<file path="src/axis_pkg.sv">
`default_nettype none

package axis_pkg;

    // stream widths
    localparam int data_width = 32;
    localparam int keep_width = data_width / 8;
    localparam int user_width = 1;

    // beat payload, also used for the frame checksum
    typedef logic [data_width-1:0] axis_data_t;

    // one bit per byte lane
    typedef logic [keep_width-1:0] axis_keep_t;

    // side flag carried along with each beat
    typedef logic [user_width-1:0] axis_user_t;

    // one stream beat, 38 bits wide
    typedef struct packed
    {
        axis_data_t data;
        axis_keep_t keep;
        axis_user_t user;
        logic       last;
    } axis_beat_t;

    // checksum stage state
    // st_data: passing frame beats through
    // st_sum: final data beat is held in the output register,
    // the sum beat follows once it leaves
    typedef enum logic [0:0]
    {
        st_data = 1'b0,
        st_sum  = 1'b1
    } sum_state_t;

endpackage

`default_nettype wire

</file>
<file path="src/axis_reg_slice.sv">
`timescale 1ns/1ps
`default_nettype none

module axis_reg_slice #(
    parameter bit forward_registered = 1'b1,
    parameter bit back_registered    = 1'b1
)(
    input  wire                  clk,
    input  wire                  rst_n,

    // upstream side
    input  axis_pkg::axis_beat_t s_beat,
    input  wire                  s_valid,
    output logic                 s_ready,

    // downstream side
    output axis_pkg::axis_beat_t m_beat,
    output logic                 m_valid,
    input  wire                  m_ready
);

    // link between the backward and the forward stage
    axis_pkg::axis_beat_t mid_beat;
    logic                 mid_valid;
    logic                 mid_ready;

    // backward stage, the skid buffer on the upstream side
    generate
        if (back_registered)
        begin : g_back
            axis_pkg::axis_beat_t skid_beat;
            logic                 skid_valid;

            // ready comes straight from a flop, so the upstream ready path is cut
            assign s_ready = ~skid_valid;

            // a held beat always goes out before a new one
            assign mid_valid = s_valid | skid_valid;
            assign mid_beat  = skid_valid ? skid_beat : s_beat;

            always_ff @(posedge clk or negedge rst_n)
            begin
                if (!rst_n)
                begin
                    skid_valid <= 1'b0;
                end
                else if (skid_valid && mid_ready)
                begin
                    skid_valid <= 1'b0;
                end
                else if (s_valid && s_ready && !mid_ready)
                begin
                    // downstream stalled while this beat was in flight
                    skid_valid <= 1'b1;
                end
            end

            always_ff @(posedge clk)
            begin
                if (s_valid && s_ready && !mid_ready)
                begin
                    skid_beat <= s_beat;
                end
            end
        end
        else
        begin : g_no_back
            assign s_ready   = mid_ready;
            assign mid_valid = s_valid;
            assign mid_beat  = s_beat;
        end
    endgenerate

    // forward stage, the output register on the downstream side
    generate
        if (forward_registered)
        begin : g_fwd
            axis_pkg::axis_beat_t out_beat;
            logic                 out_valid;

            // take a new beat when empty or when the held one leaves
            assign mid_ready = ~out_valid | m_ready;
            assign m_valid   = out_valid;
            assign m_beat    = out_beat;

            always_ff @(posedge clk or negedge rst_n)
            begin
                if (!rst_n)
                begin
                    out_valid <= 1'b0;
                end
                else if (mid_valid && mid_ready)
                begin
                    out_valid <= 1'b1;
                end
                else if (m_ready)
                begin
                    out_valid <= 1'b0;
                end
            end

            always_ff @(posedge clk)
            begin
                if (mid_valid && mid_ready)
                begin
                    out_beat <= mid_beat;
                end
            end
        end
        else
        begin : g_no_fwd
            assign mid_ready = m_ready;
            assign m_valid   = mid_valid;
            assign m_beat    = mid_beat;
        end
    endgenerate

endmodule

`default_nettype wire

</file>
<file path="src/axis_frame_sum.sv">
`timescale 1ns/1ps
`default_nettype none

module axis_frame_sum (
    input  wire                  clk,
    input  wire                  rst_n,

    // frame input
    input  axis_pkg::axis_beat_t s_beat,
    input  wire                  s_valid,
    output logic                 s_ready,

    // frame output with the sum beat appended
    output axis_pkg::axis_beat_t m_beat,
    output logic                 m_valid,
    input  wire                  m_ready
);

    axis_pkg::sum_state_t state;

    // running checksum and user flag of the current frame
    axis_pkg::axis_data_t sum_acc;
    axis_pkg::axis_user_t user_or;

    // byte sum of the incoming beat
    axis_pkg::axis_data_t beat_sum;

    // candidate values for the output register
    axis_pkg::axis_beat_t fwd_beat;
    axis_pkg::axis_beat_t sum_beat;

    // one-deep output register
    axis_pkg::axis_beat_t out_beat;
    logic                 out_valid;

    logic in_fire;
    logic out_fire;

    // no input while the final data beat waits, its slot goes to the sum beat
    assign s_ready  = (state == axis_pkg::st_data) && (!out_valid || m_ready);
    assign in_fire  = s_valid && s_ready;
    assign out_fire = out_valid && m_ready;

    assign m_beat  = out_beat;
    assign m_valid = out_valid;

    // add up the bytes with their keep bit set, sparse patterns included
    always_comb
    begin
        beat_sum = '0;
        for (int i = 0; i < axis_pkg::keep_width; i++)
        begin
            if (s_beat.keep[i])
            begin
                beat_sum = beat_sum + axis_pkg::axis_data_t'(s_beat.data[8*i +: 8]);
            end
        end
    end

    // data beats go out untouched apart from last,
    // which now belongs to the sum beat
    always_comb
    begin
        fwd_beat      = s_beat;
        fwd_beat.last = 1'b0;
    end

    always_comb
    begin
        sum_beat.data = sum_acc;
        sum_beat.keep = '1;
        sum_beat.user = user_or;
        sum_beat.last = 1'b1;
    end

    // state, valid and accumulators
    always_ff @(posedge clk or negedge rst_n)
    begin
        if (!rst_n)
        begin
            state     <= axis_pkg::st_data;
            out_valid <= 1'b0;
            sum_acc   <= '0;
            user_or   <= '0;
        end
        else
        begin
            case (state)
                axis_pkg::st_data:
                begin
                    if (in_fire)
                    begin
                        out_valid <= 1'b1;
                        sum_acc   <= sum_acc + beat_sum;
                        user_or   <= user_or | s_beat.user;
                        if (s_beat.last)
                        begin
                            state <= axis_pkg::st_sum;
                        end
                    end
                    else if (out_fire)
                    begin
                        out_valid <= 1'b0;
                    end
                end

                axis_pkg::st_sum:
                begin
                    // final data beat leaves, sum beat takes its place
                    if (out_fire)
                    begin
                        state   <= axis_pkg::st_data;
                        sum_acc <= '0;
                        user_or <= '0;
                    end
                end

                default:
                begin
                    state <= axis_pkg::st_data;
                end
            endcase
        end
    end

    // output payload
    always_ff @(posedge clk)
    begin
        if (state == axis_pkg::st_data)
        begin
            if (in_fire)
            begin
                out_beat <= fwd_beat;
            end
        end
        else if (out_fire)
        begin
            out_beat <= sum_beat;
        end
    end

endmodule

`default_nettype wire

</file>
<file path="src/axis_sum_top.sv">
`timescale 1ns/1ps
`default_nettype none

module axis_sum_top (
    input  wire                  clk,
    input  wire                  rst_n,

    // frames in
    input  axis_pkg::axis_beat_t s_beat,
    input  wire                  s_valid,
    output logic                 s_ready,

    // frames out, each followed by its checksum beat
    output axis_pkg::axis_beat_t m_beat,
    output logic                 m_valid,
    input  wire                  m_ready
);

    // input slice to checksum stage
    axis_pkg::axis_beat_t in_beat;
    logic                 in_valid;
    logic                 in_ready;

    // checksum stage to output slice
    axis_pkg::axis_beat_t sum_beat;
    logic                 sum_valid;
    logic                 sum_ready;

    axis_reg_slice #(
        .forward_registered(1'b1),
        .back_registered   (1'b1)
    ) u_in_slice (
        .clk    (clk),
        .rst_n  (rst_n),
        .s_beat (s_beat),
        .s_valid(s_valid),
        .s_ready(s_ready),
        .m_beat (in_beat),
        .m_valid(in_valid),
        .m_ready(in_ready)
    );

    axis_frame_sum u_frame_sum (
        .clk    (clk),
        .rst_n  (rst_n),
        .s_beat (in_beat),
        .s_valid(in_valid),
        .s_ready(in_ready),
        .m_beat (sum_beat),
        .m_valid(sum_valid),
        .m_ready(sum_ready)
    );

    // registered ready here also cuts the m_ready path into the checksum stage
    axis_reg_slice #(
        .forward_registered(1'b1),
        .back_registered   (1'b1)
    ) u_out_slice (
        .clk    (clk),
        .rst_n  (rst_n),
        .s_beat (sum_beat),
        .s_valid(sum_valid),
        .s_ready(sum_ready),
        .m_beat (m_beat),
        .m_valid(m_valid),
        .m_ready(m_ready)
    );

endmodule

`default_nettype wire

</file>
<file path="config.mk">
export PLATFORM = sky130hd
export DESIGN_NAME = axis_sum_top
export DESIGN_NICKNAME = d
export VERILOG_FILES = /design/src/axis_pkg.sv /design/src/axis_reg_slice.sv /design/src/axis_frame_sum.sv /design/src/axis_sum_top.sv
export SDC_FILE = /design/constraint.sdc
export NUM_CORES = 1
export LEC_CHECK = 0
export ABC_CLOCK_PERIOD_IN_PS = 10700
export BUFFER_PORTS_ARGS = -buffer_cell sky130_fd_sc_hd__buf_4
export CAP_MARGIN = 20
export CORE_MARGIN = 4
export CORE_UTILIZATION = 35
export DETAILED_ROUTE_END_ITERATION = 8
export PLACE_DENSITY = 0.48
export SLEW_MARGIN = 20
export SYNTH_ARGS = -nofsm -noshare
export SYNTH_HDL_FRONTEND = slang
export SYNTH_SLANG_ARGS = --single-unit
</file>
<file path="constraint.sdc">
create_clock -name clk -period 10.7 [get_ports clk]
set_clock_uncertainty 0.1 [all_clocks]
set_input_delay 2.14 -clock clk [delete_from_list [all_inputs] [get_ports clk]]
set_output_delay 2.14 -clock clk [all_outputs]
set_load 0.01 [all_outputs]
</file>
==> flow_summary.html, run 1 <==
<table>
<tr><th>Metric</th><th>Value</th></tr>
<tr><th colspan="2">GRT</th></tr>
<tr><td>Wire length of the first global-routing pass</td><td>37,400 um</td></tr>
<tr><td>Combined global-route utilization of all metal layers</td><td>0.139</td></tr>
<tr><td>Vias in the first global route</td><td>6,513</td></tr>
<tr><td>Maximum number of pins on one net before global-route repair</td><td>47</td></tr>
<tr><td>Global-route congestion overflow total</td><td>0</td></tr>
<tr><td>Antenna violations before repair</td><td>0</td></tr>
<tr><th colspan="2">Setup path</th></tr>
<tr><td>End of the worst register-to-register path</td><td>u_frame_sum.sum_acc[18]</td></tr>
<tr><td>Data arrival time of the critical path</td><td>7050 ps</td></tr>
<tr><td>Critical path class</td><td>register to register</td></tr>
<tr><td>Critical register-to-register path startpoint</td><td>u_in_slice.m_beat[2]</td></tr>
<tr><td>Maximum fanout encountered on the critical timing path</td><td>20</td></tr>
<tr><td>Number of cells on the worst reg-to-reg path</td><td>21</td></tr>
<tr><td>Critical path launch point type</td><td>register</td></tr>
<tr><td>Kind of end point of the critical path</td><td>register</td></tr>
<tr><td>Critical path required time</td><td>11,050 ps</td></tr>
<tr><td>FF-to-FF setup slack</td><td>4000 ps</td></tr>
<tr><th colspan="2">Synth</th></tr>
<tr><td>Distinct cells, synth</td><td>66</td></tr>
<tr><td>Sequential-to-total area share from yosys stat</td><td>0.613</td></tr>
<tr><td>EDFF count, synth</td><td>190</td></tr>
<tr><td>Primary FF master, synth</td><td>sky130_fd_sc_hd__edfxtp_1</td></tr>
<tr><td>Total standard cell area after synthesis</td><td>10,900 sq um</td></tr>
<tr><td>Yosys warning total</td><td>0</td></tr>
<tr><td>Post-synthesis instance total</td><td>796</td></tr>
<tr><td>Synth async-reset ratio</td><td>0.170</td></tr>
<tr><td>Area leader, netlist</td><td>sky130_fd_sc_hd__edfxtp_1</td></tr>
<tr><td>Post-Syn Nets</td><td>876</td></tr>
<tr><td>Area share of the largest cell type after synthesis</td><td>0.524</td></tr>
<tr><td>Flip-flop and latch count after synthesis</td><td>229</td></tr>
<tr><td>Cell types with the largest area share after synthesis</td><td>sky130_fd_sc_hd__edfxtp_1 (52%), sky130_fd_sc_hd__mux2_2 (12%), sky130_fd_sc_hd__dfrtp_1 (9.0%)</td></tr>
<tr><td>Synth Area per Inst</td><td>13.7 sq um</td></tr>
<tr><th colspan="2">Final layout</th></tr>
<tr><td>Antenna cell count</td><td>0</td></tr>
<tr><td>Nets</td><td>962</td></tr>
<tr><td>Synthesis-to-finish area growth</td><td>17.4%</td></tr>
<tr><td>Share of cells above drive strength 1</td><td>0.293</td></tr>
<tr><th colspan="2">Timing</th></tr>
<tr><td>RSZ-0062 raised after global routing</td><td>false</td></tr>
<tr><td>Total Negative Setup Slacks</td><td>0 ps</td></tr>
<tr><td>Peak Freq</td><td>0.149 GHz</td></tr>
<tr><td>Final Max Tran Viols</td><td>0</td></tr>
<tr><td>Relative slew margins</td><td>0.381</td></tr>
<tr><td>Final Setup Violations</td><td>0</td></tr>
<tr><td>Actual transition at the worst max-transition pin</td><td>929 ps</td></tr>
<tr><td>Time the worst path needs with I/O delays and setup</td><td>6700 ps</td></tr>
<tr><td>Final period util</td><td>0.626</td></tr>
<tr><td>Endpoints failing hold</td><td>0</td></tr>
<tr><th colspan="2">Run status</th></tr>
<tr><td>Run status</td><td>complete, no violations</td></tr>
<tr><th colspan="2">Die</th></tr>
<tr><td>Top-Level Pins</td><td>82</td></tr>
<tr><td>Std cell rows</td><td>64</td></tr>
<tr><td>Horizontal die dimension</td><td>184 um</td></tr>
<tr><td>Die Footprint</td><td>34,000 sq um</td></tr>
<tr><td>Die Height</td><td>184 um</td></tr>
<tr><td>Placeable Area</td><td>30,700 sq um</td></tr>
<tr><td>Initial standard-cell utilization of the core</td><td>0.355</td></tr>
<tr><th colspan="2">Clock tree</th></tr>
<tr><td>Number of buffers inserted by hold repair at cts</td><td>0</td></tr>
<tr><td>Clock buffers created by TritonCTS</td><td>26</td></tr>
<tr><td>Clock latency of the later-clocked register in the worst-skew pair</td><td>530 ps</td></tr>
<tr><td># resized after CTS</td><td>0</td></tr>
<tr><td>Clock sink count</td><td>229</td></tr>
<tr><td>Cell at the root of the clock tree</td><td>sky130_fd_sc_hd__clkbuf_16</td></tr>
<tr><td>CTS tree</td><td>yes</td></tr>
<tr><td>Worst-path clk slew</td><td>60 ps</td></tr>
<tr><td>Number of post-CTS setup repair buffers</td><td>0</td></tr>
<tr><td>Depth of the CTS H-tree</td><td>1</td></tr>
<tr><td>Bufs on Longest Clock Path</td><td>3</td></tr>
<tr><th colspan="2">Route</th></tr>
<tr><td>Via count normalized by instance count</td><td>5.02</td></tr>
<tr><td>ANT nets after route</td><td>0</td></tr>
<tr><td>Final wirelength</td><td>23,500 um</td></tr>
<tr><td>1st-iter DRT viols</td><td>377</td></tr>
<tr><td>Detailed-router iteration count before antenna repair</td><td>5</td></tr>
<tr><td>DRC Markers</td><td>0</td></tr>
<tr><td>Total number of vias</td><td>6,514</td></tr>
<tr><td>Routed wire length per instance</td><td>18.1 um</td></tr>
<tr><th colspan="2">Placed design</th></tr>
<tr><td>Total half-perimeter wirelength after legalization and detailed placement</td><td>16,500 um</td></tr>
<tr><td>Final RePlAce weighted congestion</td><td>0.829</td></tr>
<tr><td>Number of port buffers</td><td>81</td></tr>
<tr><th colspan="2">Run</th></tr>
<tr><td>Reported max-cap violation count</td><td>0</td></tr>
<tr><th colspan="2">Min path</th></tr>
<tr><td>Worst min-delay path startpoint</td><td>u_frame_sum.m_beat[35]</td></tr>
<tr><td>Instance count along the most critical hold path</td><td>0</td></tr>
<tr><td>Hold Crit Class</td><td>register to register</td></tr>
<tr><td>Endpoint with the worst hold slack</td><td>u_out_slice.g_back.skid_beat[35]</td></tr>
</table>
layer usage:
layer / share of wire / track usage / wire [um]
met1: 0.49 / 0.206 / 11500
met2: 0.44 / 0.211 / 10400
met3: 0.045 / 0.0213 / 1050
met4: 0.023 / 0.0405 / 531
met5: 0 / 0 / 0
metrics by stage:
stage	cell area, sq um	util	hold slack [ps]	std cells	setup slack, ps
4_1_cts	12800	0.417	349	1298	4010
5_1_grt	12800	0.417	359	1298	3410
2_1_floorplan	10900	-	322	796	4600
3_5_place_dp	12000	0.391	334	1250	4020
3_3_place_gp	12000	0.391	333	1250	4080
6_report	12800	0.417	348	1298	4000
layout make-up:
class | count | area [sq um]
Multi-Input combinational cell | 512 | 4040
Timing Repair Buffer | 90 | 676
Clock inverter | 15 | 133
Clock buffer | 33 | 687
Fill cell | 2835 | 17900
Tap cell | 396 | 495
Inverter | 23 | 86.3
Sequential cell | 229 | 6680
worst max path at each step:
stage | end | slack, ps | startpoint | cells past startpoint
after detailed placement | u_frame_sum.sum_acc[27] | 4020 | u_in_slice.m_beat[2] | 25
after global routing | u_frame_sum.sum_acc[14] | 3410 | u_in_slice.m_beat[2] | 24
after CTS | u_frame_sum.sum_acc[15] | 4010 | u_in_slice.m_beat[2] | 25
after global placement | u_frame_sum.sum_acc[27] | 4080 | u_in_slice.m_beat[2] | 24
final | u_frame_sum.sum_acc[18] | 4000 | u_in_slice.m_beat[2] | 21
after floorplan | u_frame_sum.sum_acc[15] | 4600 | u_in_slice.m_beat[2] | 27
cell usage after synthesis (all sizes together) (5+ instances only):
cell type and instances:
a21o 8, ha 34, nor4 7, nand2b 5, nor3 9, nor2b 5
a21oi 33, or4 9, o21a 8, or3 9, nor2 42, xnor2 20
buf 8, nand4 6, nand2 49, edfxtp 190, dfrtp 39, nand3 11
a211oi 8, clkbuf 24, inv 22, and2 9, o31ai 9, or2 6
nor3b 7, mux2 119, xor2 9, o21ai 39
cells in the final DEF (no fill, tap or decap), types with 4 or more instances in the layout:
master / instances
sky130_fd_sc_hd__clkinv_2: 5
sky130_fd_sc_hd__buf_4: 90
sky130_fd_sc_hd__nor2b_1: 5
sky130_fd_sc_hd__inv_1: 22
sky130_fd_sc_hd__and2_1: 9
sky130_fd_sc_hd__o31ai_1: 9
sky130_fd_sc_hd__xor2_1: 9
sky130_fd_sc_hd__nand4_1: 5
sky130_fd_sc_hd__clkbuf_16: 26
sky130_fd_sc_hd__nor3_1: 9
sky130_fd_sc_hd__or3_1: 9
sky130_fd_sc_hd__nand3_1: 11
sky130_fd_sc_hd__ha_1: 34
sky130_fd_sc_hd__mux2_2: 118
sky130_fd_sc_hd__o21a_1: 7
sky130_fd_sc_hd__a21o_1: 8
sky130_fd_sc_hd__o21ai_0: 38
sky130_fd_sc_hd__a21oi_1: 33
sky130_fd_sc_hd__nor2_1: 42
sky130_fd_sc_hd__nand2b_1: 5
sky130_fd_sc_hd__clkbuf_1: 6
sky130_fd_sc_hd__clkinv_1: 7
sky130_fd_sc_hd__or2_2: 6
sky130_fd_sc_hd__nor4_1: 5
sky130_fd_sc_hd__dfrtp_1: 37
sky130_fd_sc_hd__fa_1: 4
sky130_fd_sc_hd__a211oi_1: 8
sky130_fd_sc_hd__xnor2_1: 20
sky130_fd_sc_hd__edfxtp_1: 190
sky130_fd_sc_hd__nand2_1: 49
sky130_fd_sc_hd__or4_1: 8
sky130_fd_sc_hd__nor3b_1: 5
sequential cells by signal, indices dropped and copies added, names as in the netlist:
signal,flops
u_in_slice.m_beat,38
u_frame_sum.user_or,1
u_out_slice.g_back.skid_beat,38
u_in_slice.g_back.skid_beat,38
u_frame_sum.state,1
u_in_slice.g_back.skid_valid,1
u_frame_sum.sum_acc,32
u_out_slice.m_valid,1
u_frame_sum.m_valid,1
u_in_slice.m_valid,1
u_out_slice.g_back.skid_valid,1
u_frame_sum.m_beat,38
u_out_slice.m_beat,38
logic make-up after synthesis:
family	count (synthesis)	share of synthesized area
adder cells (fa/ha/maj)	39	0.0473
AO/OA/AOI/OAI	138	0.0811
multiplexers	121	0.125
XOR/XNOR	29	0.0233
flip-flops	229	0.613
AND/OR/NAND/NOR	185	0.0904
buffers and inverters	55	0.0197
critical path, stage by stage, from the launching register on:
cell	delay (ps)
sky130_fd_sc_hd__edfxtp_1	540
sky130_fd_sc_hd__and2_1	240
sky130_fd_sc_hd__ha_1	200
sky130_fd_sc_hd__fa_1	440
sky130_fd_sc_hd__maj3_1	400
sky130_fd_sc_hd__and2_1	190
sky130_fd_sc_hd__nor3_1	150
sky130_fd_sc_hd__o31ai_1	120
sky130_fd_sc_hd__ha_1	340
sky130_fd_sc_hd__o21a_1	130
sky130_fd_sc_hd__o31a_1	190
sky130_fd_sc_hd__a21oi_1	60
sky130_fd_sc_hd__mux2_2	310
sky130_fd_sc_hd__ha_1	340
sky130_fd_sc_hd__a21boi_0	330
sky130_fd_sc_hd__o31ai_1	160
sky130_fd_sc_hd__a2111oi_0	660
sky130_fd_sc_hd__ha_1	400
sky130_fd_sc_hd__and3_1	210
sky130_fd_sc_hd__a31oi_2	710
sky130_fd_sc_hd__o21ai_0	210
sky130_fd_sc_hd__a21oi_1	160
Power of run 1 is left out: the tool's default activity adds up to more than one toggle a clock period on the data nets, which glitch-free logic cannot reach.
==> run 2, diff against run 1 <==
- ABC_CLOCK_PERIOD_IN_PS: 10700 -> 6400
- clock period: 10.7 -> 6.4 ns (I/O delays scaled with it)
==> flow_summary.html, run 2 (synthesis results as in run 1) <==
<table>
<tr><th>Metric</th><th>Value</th></tr>
<tr><th colspan="2">Run status</th></tr>
<tr><td>Run status</td><td>complete, no violations (unchanged)</td></tr>
<tr><th colspan="2">Setup path</th></tr>
<tr><td>Critical path class</td><td>register to register (unchanged)</td></tr>
<tr><td>Kind of end point of the critical path</td><td>register (unchanged)</td></tr>
<tr><td>Data arrival time of the critical path</td><td>6400 ps (was 7050 ps)</td></tr>
<tr><td>Maximum fanout encountered on the critical timing path</td><td>20 (unchanged)</td></tr>
<tr><td>Number of cells on the worst reg-to-reg path</td><td>26 (was 21)</td></tr>
<tr><td>Critical path required time</td><td>6750 ps (was 11,050 ps)</td></tr>
<tr><td>Critical path launch point type</td><td>register (unchanged)</td></tr>
<tr><th colspan="2">Die</th></tr>
<tr><td>Die Height</td><td>184 um (unchanged)</td></tr>
<tr><td>Initial standard-cell utilization of the core</td><td>0.355 (unchanged)</td></tr>
<tr><td>Top-Level Pins</td><td>82 (unchanged)</td></tr>
<tr><td>Placeable Area</td><td>30,700 sq um (unchanged)</td></tr>
<tr><td>Die Footprint</td><td>34,000 sq um (unchanged)</td></tr>
<tr><td>Horizontal die dimension</td><td>184 um (unchanged)</td></tr>
<tr><td>Std cell rows</td><td>64 (unchanged)</td></tr>
<tr><th colspan="2">Placed design</th></tr>
<tr><td>Number of port buffers</td><td>81 (unchanged)</td></tr>
<tr><td>Total half-perimeter wirelength after legalization and detailed placement</td><td>16,700 um (was 16,500 um)</td></tr>
<tr><td>Dpl cell area</td><td>12,000 sq um (about the same)</td></tr>
<tr><td>Final RePlAce weighted congestion</td><td>0.864 (was 0.829)</td></tr>
<tr><td>Placed cells</td><td>1,255 (was 1,250)</td></tr>
<tr><th colspan="2">GRT</th></tr>
<tr><td>Global-route congestion overflow total</td><td>0 (unchanged)</td></tr>
<tr><td>Wire length of the first global-routing pass</td><td>37,300 um (was 37,400 um)</td></tr>
<tr><td>Combined global-route utilization of all metal layers</td><td>0.139 (about the same)</td></tr>
<tr><td>Maximum number of pins on one net before global-route repair</td><td>47 (unchanged)</td></tr>
<tr><td>Vias in the first global route</td><td>6,625 (was 6,513)</td></tr>
<tr><td>Antenna violations before repair</td><td>0 (unchanged)</td></tr>
<tr><th colspan="2">Timing</th></tr>
<tr><td>Final Setup Violations</td><td>0 (unchanged)</td></tr>
<tr><td>RSZ-0062 raised after global routing</td><td>false (unchanged)</td></tr>
<tr><td>Time the worst path needs with I/O delays and setup</td><td>6050 ps (was 6700 ps)</td></tr>
<tr><td>Final period util</td><td>0.945 (was 0.626)</td></tr>
<tr><td>Peak Freq</td><td>0.165 GHz (was 0.149 GHz)</td></tr>
<tr><td>Endpoints failing hold</td><td>0 (unchanged)</td></tr>
<tr><td>Total Negative Setup Slacks</td><td>0 ps (unchanged)</td></tr>
<tr><td>Final Max Tran Viols</td><td>0 (unchanged)</td></tr>
<tr><td>Actual transition at the worst max-transition pin</td><td>943 ps (was 929 ps)</td></tr>
<tr><td>Relative slew margins</td><td>0.371 (was 0.381)</td></tr>
<tr><th colspan="2">Route</th></tr>
<tr><td>Final wirelength</td><td>23,800 um (was 23,500 um)</td></tr>
<tr><td>ANT nets after route</td><td>0 (unchanged)</td></tr>
<tr><td>Detailed-router iteration count before antenna repair</td><td>5 (unchanged)</td></tr>
<tr><td>Routed wire length per instance</td><td>18.3 um (was 18.1 um)</td></tr>
<tr><td>DRC Markers</td><td>0 (unchanged)</td></tr>
<tr><td>1st-iter DRT viols</td><td>414 (was 377)</td></tr>
<tr><td>Total number of vias</td><td>6,589 (was 6,514)</td></tr>
<tr><td>Via count normalized by instance count</td><td>5.06 (was 5.02)</td></tr>
<tr><th colspan="2">Final layout</th></tr>
<tr><td>Nets</td><td>967 (was 962)</td></tr>
<tr><td>Synthesis-to-finish area growth</td><td>18.9% (was 17.4%)</td></tr>
<tr><td>Finished Core Util</td><td>0.423 (was 0.417)</td></tr>
<tr><td>Share of cells above drive strength 1</td><td>0.311 (was 0.293)</td></tr>
<tr><td>Final instance count without filler cells</td><td>1,303 (was 1,298)</td></tr>
<tr><td>Finished layout cell area</td><td>13,000 sq um (was 12,800 sq um)</td></tr>
<tr><td>Most common cell after layout, fill and taps aside</td><td>sky130_fd_sc_hd__edfxtp_1 (unchanged)</td></tr>
<tr><td>Antenna cell count</td><td>0 (unchanged)</td></tr>
<tr><td>Highest-count cells in the layout ignoring fill and taps</td><td>sky130_fd_sc_hd__edfxtp_1 (190), sky130_fd_sc_hd__mux2_2 (118), sky130_fd_sc_hd__buf_4 (95) (was sky130_fd_sc_hd__edfxtp_1 (190), sky130_fd_sc_hd__mux2_2 (118), sky130_fd_sc_hd__buf_4 (90))</td></tr>
<tr><th colspan="2">Clock tree</th></tr>
<tr><td>Clock latency of the later-clocked register in the worst-skew pair</td><td>530 ps (about the same)</td></tr>
<tr><td>Clock sink count</td><td>229 (unchanged)</td></tr>
<tr><td>Worst-path clk slew</td><td>60 ps (about the same)</td></tr>
<tr><td>CTS tree</td><td>yes (unchanged)</td></tr>
<tr><td>Clock buffers created by TritonCTS</td><td>26 (unchanged)</td></tr>
<tr><td>Depth of the CTS H-tree</td><td>1 (unchanged)</td></tr>
<tr><td>Number of buffers inserted by hold repair at cts</td><td>0 (unchanged)</td></tr>
<tr><td># resized after CTS</td><td>0 (unchanged)</td></tr>
<tr><td>Cell at the root of the clock tree</td><td>sky130_fd_sc_hd__clkbuf_16 (unchanged)</td></tr>
<tr><td>Number of post-CTS setup repair buffers</td><td>0 (unchanged)</td></tr>
<tr><td>Bufs on Longest Clock Path</td><td>3 (unchanged)</td></tr>
<tr><th colspan="2">Min path</th></tr>
<tr><td>Instance count along the most critical hold path</td><td>0 (unchanged)</td></tr>
<tr><td>Hold Crit Class</td><td>register to register (unchanged)</td></tr>
<tr><th colspan="2">Run</th></tr>
<tr><td>Reported max-cap violation count</td><td>0 (unchanged)</td></tr>
</table>
## run 2: cell types whose count changed in the layout (fill, tap and decap cells not counted), moves of 3 or more
cell                       delta
sky130_fd_sc_hd__clkbuf_8     +5
sky130_fd_sc_hd__o21ai_1      +3
sky130_fd_sc_hd__clkinv_1     -4
sky130_fd_sc_hd__o21ai_0      -3
sky130_fd_sc_hd__buf_4        +5
sky130_fd_sc_hd__clkinv_2     -4
## run 2: worst paths after layout
| path | start | to | slack [ps] |
|---|---|---|---|
| worst max register to register | u_in_slice.m_beat[6] | u_frame_sum.sum_acc[20] | 350 |
| max in group asynchronous | rst_n | u_in_slice.g_back.skid_valid | 5140 |
| worst min register to register | u_frame_sum.m_beat[9] | u_out_slice.g_back.skid_beat[9] | 340 |
| min in group asynchronous | rst_n | u_out_slice.m_valid | 640 |
| worst max-delay path | u_in_slice.m_beat[6] | u_frame_sum.sum_acc[20] | 350 |
| worst min-delay path | u_frame_sum.m_beat[9] | u_out_slice.g_back.skid_beat[9] | 340 |
## run 2: layer usage
layer | GRT usage | vias to the layer above | part of all wire
li1 | - | 3204 | -
met1 | 0.203 | 3214 | 0.48
met2 | 0.216 | 125 | 0.44
met3 | 0.0223 | 46 | 0.045
met4 | 0.0399 | 0 | 0.031
met5 | 0 | - | 0
## run 2: worst max-delay path: stages (launching register included)
cell and delay, ps:
sky130_fd_sc_hd__edfxtp_1 400, sky130_fd_sc_hd__and2_1 170, sky130_fd_sc_hd__ha_1 220, sky130_fd_sc_hd__fa_2 390, sky130_fd_sc_hd__maj3_1 370, sky130_fd_sc_hd__and2_1 180, sky130_fd_sc_hd__o21ai_0 150, sky130_fd_sc_hd__a31oi_1 140
sky130_fd_sc_hd__a21o_1 180, sky130_fd_sc_hd__ha_1 260, sky130_fd_sc_hd__inv_1 90, sky130_fd_sc_hd__or4_1 530, sky130_fd_sc_hd__nand3_1 100, sky130_fd_sc_hd__o22a_1 160, sky130_fd_sc_hd__ha_1 260, sky130_fd_sc_hd__o21a_1 140
sky130_fd_sc_hd__nand2_1 70, sky130_fd_sc_hd__a21oi_1 90, sky130_fd_sc_hd__and4_1 200, sky130_fd_sc_hd__a211o_1 300, sky130_fd_sc_hd__ha_1 320, sky130_fd_sc_hd__a21o_1 140, sky130_fd_sc_hd__a21o_1 110, sky130_fd_sc_hd__a31oi_1 40
sky130_fd_sc_hd__buf_4 200, sky130_fd_sc_hd__or4_1 510, sky130_fd_sc_hd__a21oi_1 170
## run 2: metrics by stage
stage / setup slack (ps) / hold slack, ps
floorplan: 300 / 322
CTS: 173 / 346
finish: 349 / 342
global placement: 298 / 333
detailed placement: 186 / 332
global route: 16.1 / 362
## run 2: area by class of cell
class,count,area (sq um)
inverter,23,86.3
fill,2874,17700
tap,396,495
clock inverter,10,145
timing repair buffer,95,713
clock buffer,38,756
sequential,229,6680
multi-input combinational,512,4080
Power of run 2 is left out for the same reason.
==> run 3, diff against run 2 <==
- ABC_CLOCK_PERIOD_IN_PS: 6400 -> 7100
- clock period: 6.4 -> 7.1 ns (I/O delays scaled with it)
==> flow_summary.html, run 3 (synthesis results as in run 1) <==
<table>
<tr><th>Metric</th><th>Value</th></tr>
<tr><th colspan="2">Setup path</th></tr>
<tr><td>FF-to-FF setup slack</td><td>600 ps (was 350 ps)</td></tr>
<tr><td>Critical path class</td><td>register to register (unchanged)</td></tr>
<tr><td>Critical path required time</td><td>7450 ps (was 6750 ps)</td></tr>
<tr><td>Data arrival time of the critical path</td><td>6850 ps (was 6400 ps)</td></tr>
<tr><td>Maximum fanout encountered on the critical timing path</td><td>20 (unchanged)</td></tr>
<tr><td>Kind of end point of the critical path</td><td>register (unchanged)</td></tr>
<tr><td>Critical path launch point type</td><td>register (unchanged)</td></tr>
<tr><th colspan="2">Clock tree</th></tr>
<tr><td>Worst-path clk slew</td><td>60 ps (about the same)</td></tr>
<tr><td>Number of post-CTS setup repair buffers</td><td>0 (unchanged)</td></tr>
<tr><td>Depth of the CTS H-tree</td><td>1 (unchanged)</td></tr>
<tr><td>CTS tree</td><td>yes (unchanged)</td></tr>
<tr><td>Number of buffers inserted by hold repair at cts</td><td>0 (unchanged)</td></tr>
<tr><td>Cell at the root of the clock tree</td><td>sky130_fd_sc_hd__clkbuf_16 (unchanged)</td></tr>
<tr><td>Clock buffers created by TritonCTS</td><td>26 (unchanged)</td></tr>
<tr><td>Clock sink count</td><td>229 (unchanged)</td></tr>
<tr><td># resized after CTS</td><td>0 (unchanged)</td></tr>
<tr><td>Clock latency of the later-clocked register in the worst-skew pair</td><td>530 ps (about the same)</td></tr>
<tr><td>Bufs on Longest Clock Path</td><td>3 (unchanged)</td></tr>
<tr><th colspan="2">Run</th></tr>
<tr><td>Reported max-cap violation count</td><td>0 (unchanged)</td></tr>
<tr><th colspan="2">Final layout</th></tr>
<tr><td>Reg area</td><td>6680 sq um (unchanged)</td></tr>
<tr><td>Final instance count without filler cells</td><td>1,299 (was 1,303)</td></tr>
<tr><td>Nets</td><td>964 (was 967)</td></tr>
<tr><td>Highest-count cells in the layout ignoring fill and taps</td><td>sky130_fd_sc_hd__edfxtp_1 (190), sky130_fd_sc_hd__mux2_2 (118), sky130_fd_sc_hd__buf_4 (92) (was sky130_fd_sc_hd__edfxtp_1 (190), sky130_fd_sc_hd__mux2_2 (118), sky130_fd_sc_hd__buf_4 (95))</td></tr>
<tr><td>Antenna cell count</td><td>0 (unchanged)</td></tr>
<tr><td>Filler instances</td><td>2,858 (was 2,874)</td></tr>
<tr><td>Share of cells above drive strength 1</td><td>0.297 (was 0.311)</td></tr>
<tr><td>Most common cell after layout, fill and taps aside</td><td>sky130_fd_sc_hd__edfxtp_1 (unchanged)</td></tr>
<tr><td>Synthesis-to-finish area growth</td><td>17.9% (was 18.9%)</td></tr>
<tr><td>Area of the multi-input gates</td><td>4020 sq um (was 4080 sq um)</td></tr>
<tr><td>Finished layout cell area</td><td>12,800 sq um (was 13,000 sq um)</td></tr>
<tr><th colspan="2">GRT</th></tr>
<tr><td>Combined global-route utilization of all metal layers</td><td>0.137 (was 0.139)</td></tr>
<tr><td>Antenna violations before repair</td><td>0 (unchanged)</td></tr>
<tr><td>Maximum number of pins on one net before global-route repair</td><td>47 (unchanged)</td></tr>
<tr><td>Global-route congestion overflow total</td><td>0 (unchanged)</td></tr>
<tr><td>Vias in the first global route</td><td>6,412 (was 6,625)</td></tr>
<tr><td>Wire length of the first global-routing pass</td><td>36,900 um (was 37,300 um)</td></tr>
<tr><th colspan="2">Timing</th></tr>
<tr><td>Peak Freq</td><td>0.154 GHz (was 0.165 GHz)</td></tr>
<tr><td>Final Max Tran Viols</td><td>0 (unchanged)</td></tr>
<tr><td>Relative slew margins</td><td>0.380 (was 0.371)</td></tr>
<tr><td>Actual transition at the worst max-transition pin</td><td>930 ps (was 943 ps)</td></tr>
<tr><td>Endpoints failing hold</td><td>0 (unchanged)</td></tr>
<tr><td>Final Setup Violations</td><td>0 (unchanged)</td></tr>
<tr><td>Total Negative Setup Slacks</td><td>0 ps (unchanged)</td></tr>
<tr><td>Time the worst path needs with I/O delays and setup</td><td>6500 ps (was 6050 ps)</td></tr>
<tr><td>RSZ-0062 raised after global routing</td><td>false (unchanged)</td></tr>
<tr><td>Final period util</td><td>0.916 (was 0.945)</td></tr>
<tr><th colspan="2">Route</th></tr>
<tr><td>Final wirelength</td><td>23,600 um (was 23,800 um)</td></tr>
<tr><td>ANT nets after route</td><td>0 (unchanged)</td></tr>
<tr><td>Detailed-router iteration count before antenna repair</td><td>5 (unchanged)</td></tr>
<tr><td>DRC Markers</td><td>0 (unchanged)</td></tr>
<tr><td>1st-iter DRT viols</td><td>432 (was 414)</td></tr>
<tr><td>Via count normalized by instance count</td><td>5.04 (was 5.06)</td></tr>
<tr><td>Routed wire length per instance</td><td>18.2 um (was 18.3 um)</td></tr>
<tr><td>Total number of vias</td><td>6,541 (was 6,589)</td></tr>
<tr><th colspan="2">Die</th></tr>
<tr><td>Die Height</td><td>184 um (unchanged)</td></tr>
<tr><td>Initial standard-cell utilization of the core</td><td>0.355 (unchanged)</td></tr>
<tr><td>Horizontal die dimension</td><td>184 um (unchanged)</td></tr>
<tr><td>Placeable Area</td><td>30,700 sq um (unchanged)</td></tr>
<tr><td>Top-Level Pins</td><td>82 (unchanged)</td></tr>
<tr><td>Die Footprint</td><td>34,000 sq um (unchanged)</td></tr>
<tr><td>Std cell rows</td><td>64 (unchanged)</td></tr>
<tr><th colspan="2">Run status</th></tr>
<tr><td>Run status</td><td>complete, no violations (unchanged)</td></tr>
<tr><th colspan="2">Placed design</th></tr>
<tr><td>Dpl cell area</td><td>12,000 sq um (about the same)</td></tr>
<tr><td>Final RePlAce weighted congestion</td><td>0.840 (was 0.864)</td></tr>
<tr><td>Number of port buffers</td><td>81 (unchanged)</td></tr>
<tr><td>Total half-perimeter wirelength after legalization and detailed placement</td><td>16,500 um (was 16,700 um)</td></tr>
<tr><td>Placed cells</td><td>1,252 (was 1,255)</td></tr>
<tr><th colspan="2">Min path</th></tr>
<tr><td>Hold Crit Class</td><td>register to register (unchanged)</td></tr>
</table>
==> run 3: changes by cell type in the layout (fill, tap and decap cells not counted), sizes merged <==
cell      delta
clkinvlp     +1
buf          -3
clkbuf       -5
clkinv       +4
inv          -1
==> run 3: critical path, stage by stage (launching register included) <==
cell and delay (ps):
sky130_fd_sc_hd__edfxtp_1 560, sky130_fd_sc_hd__and2_1 250, sky130_fd_sc_hd__ha_1 210, sky130_fd_sc_hd__fa_1 440
sky130_fd_sc_hd__maj3_1 390, sky130_fd_sc_hd__and2_1 190, sky130_fd_sc_hd__nor3_1 130, sky130_fd_sc_hd__o31ai_1 120
sky130_fd_sc_hd__ha_1 350, sky130_fd_sc_hd__o21a_1 130, sky130_fd_sc_hd__o31a_1 190, sky130_fd_sc_hd__a21oi_1 60
sky130_fd_sc_hd__mux2_2 300, sky130_fd_sc_hd__ha_1 330, sky130_fd_sc_hd__a21boi_0 360, sky130_fd_sc_hd__o31ai_1 170
sky130_fd_sc_hd__a2111oi_0 700, sky130_fd_sc_hd__ha_1 300, sky130_fd_sc_hd__and3_1 180, sky130_fd_sc_hd__a31oi_1 80
sky130_fd_sc_hd__buf_4 200, sky130_fd_sc_hd__or4_1 520, sky130_fd_sc_hd__a21oi_1 160
==> run 3: worst paths after layout <==
| path | from | endpoint | cells after the start |
|---|---|---|---|
| setup / recovery | u_in_slice.m_beat[2] | u_frame_sum.sum_acc[20] | 22 |
| hold / removal | u_frame_sum.m_beat[28] | u_out_slice.g_back.skid_beat[28] | 0 |
| setup reg to reg | u_in_slice.m_beat[2] | u_frame_sum.sum_acc[20] | 22 |
| max in group asynchronous | rst_n | u_in_slice.g_back.skid_valid | 1 |
| hold reg to reg | u_frame_sum.m_beat[28] | u_out_slice.g_back.skid_beat[28] | 0 |
| min in group asynchronous | rst_n | u_out_slice.m_valid | 1 |
==> run 3: final cells by class <==
| type | count | share of cell area |
|---|---|---|
| inverter | 23 | 0.00672 |
| tap | 396 | 0.0386 |
| timing repair buffer | 92 | 0.0538 |
| multi-input combinational | 512 | 0.313 |
| sequential | 229 | 0.520 |
| clock buffer | 33 | 0.0559 |
| clock inverter | 14 | 0.0120 |
==> run 3: through the flow <==
step                hold WS [ps]  worst slack [ps]   util
floorplan                    322              1000      -
global placement             333               786  0.390
detailed placement           335               714  0.390
CTS                          349               667  0.419
global route                 357               133  0.419
finish                       348               597  0.419
==> run 3: per-layer routing <==
metal	track usage	vias up	wire, um
li1	-	3200	-
met1	0.205	3186	11800
met2	0.209	124	10400
met3	0.0243	31	1080
met4	0.0296	0	366
met5	0	-	0
Power of run 3 is left out for the same reason.
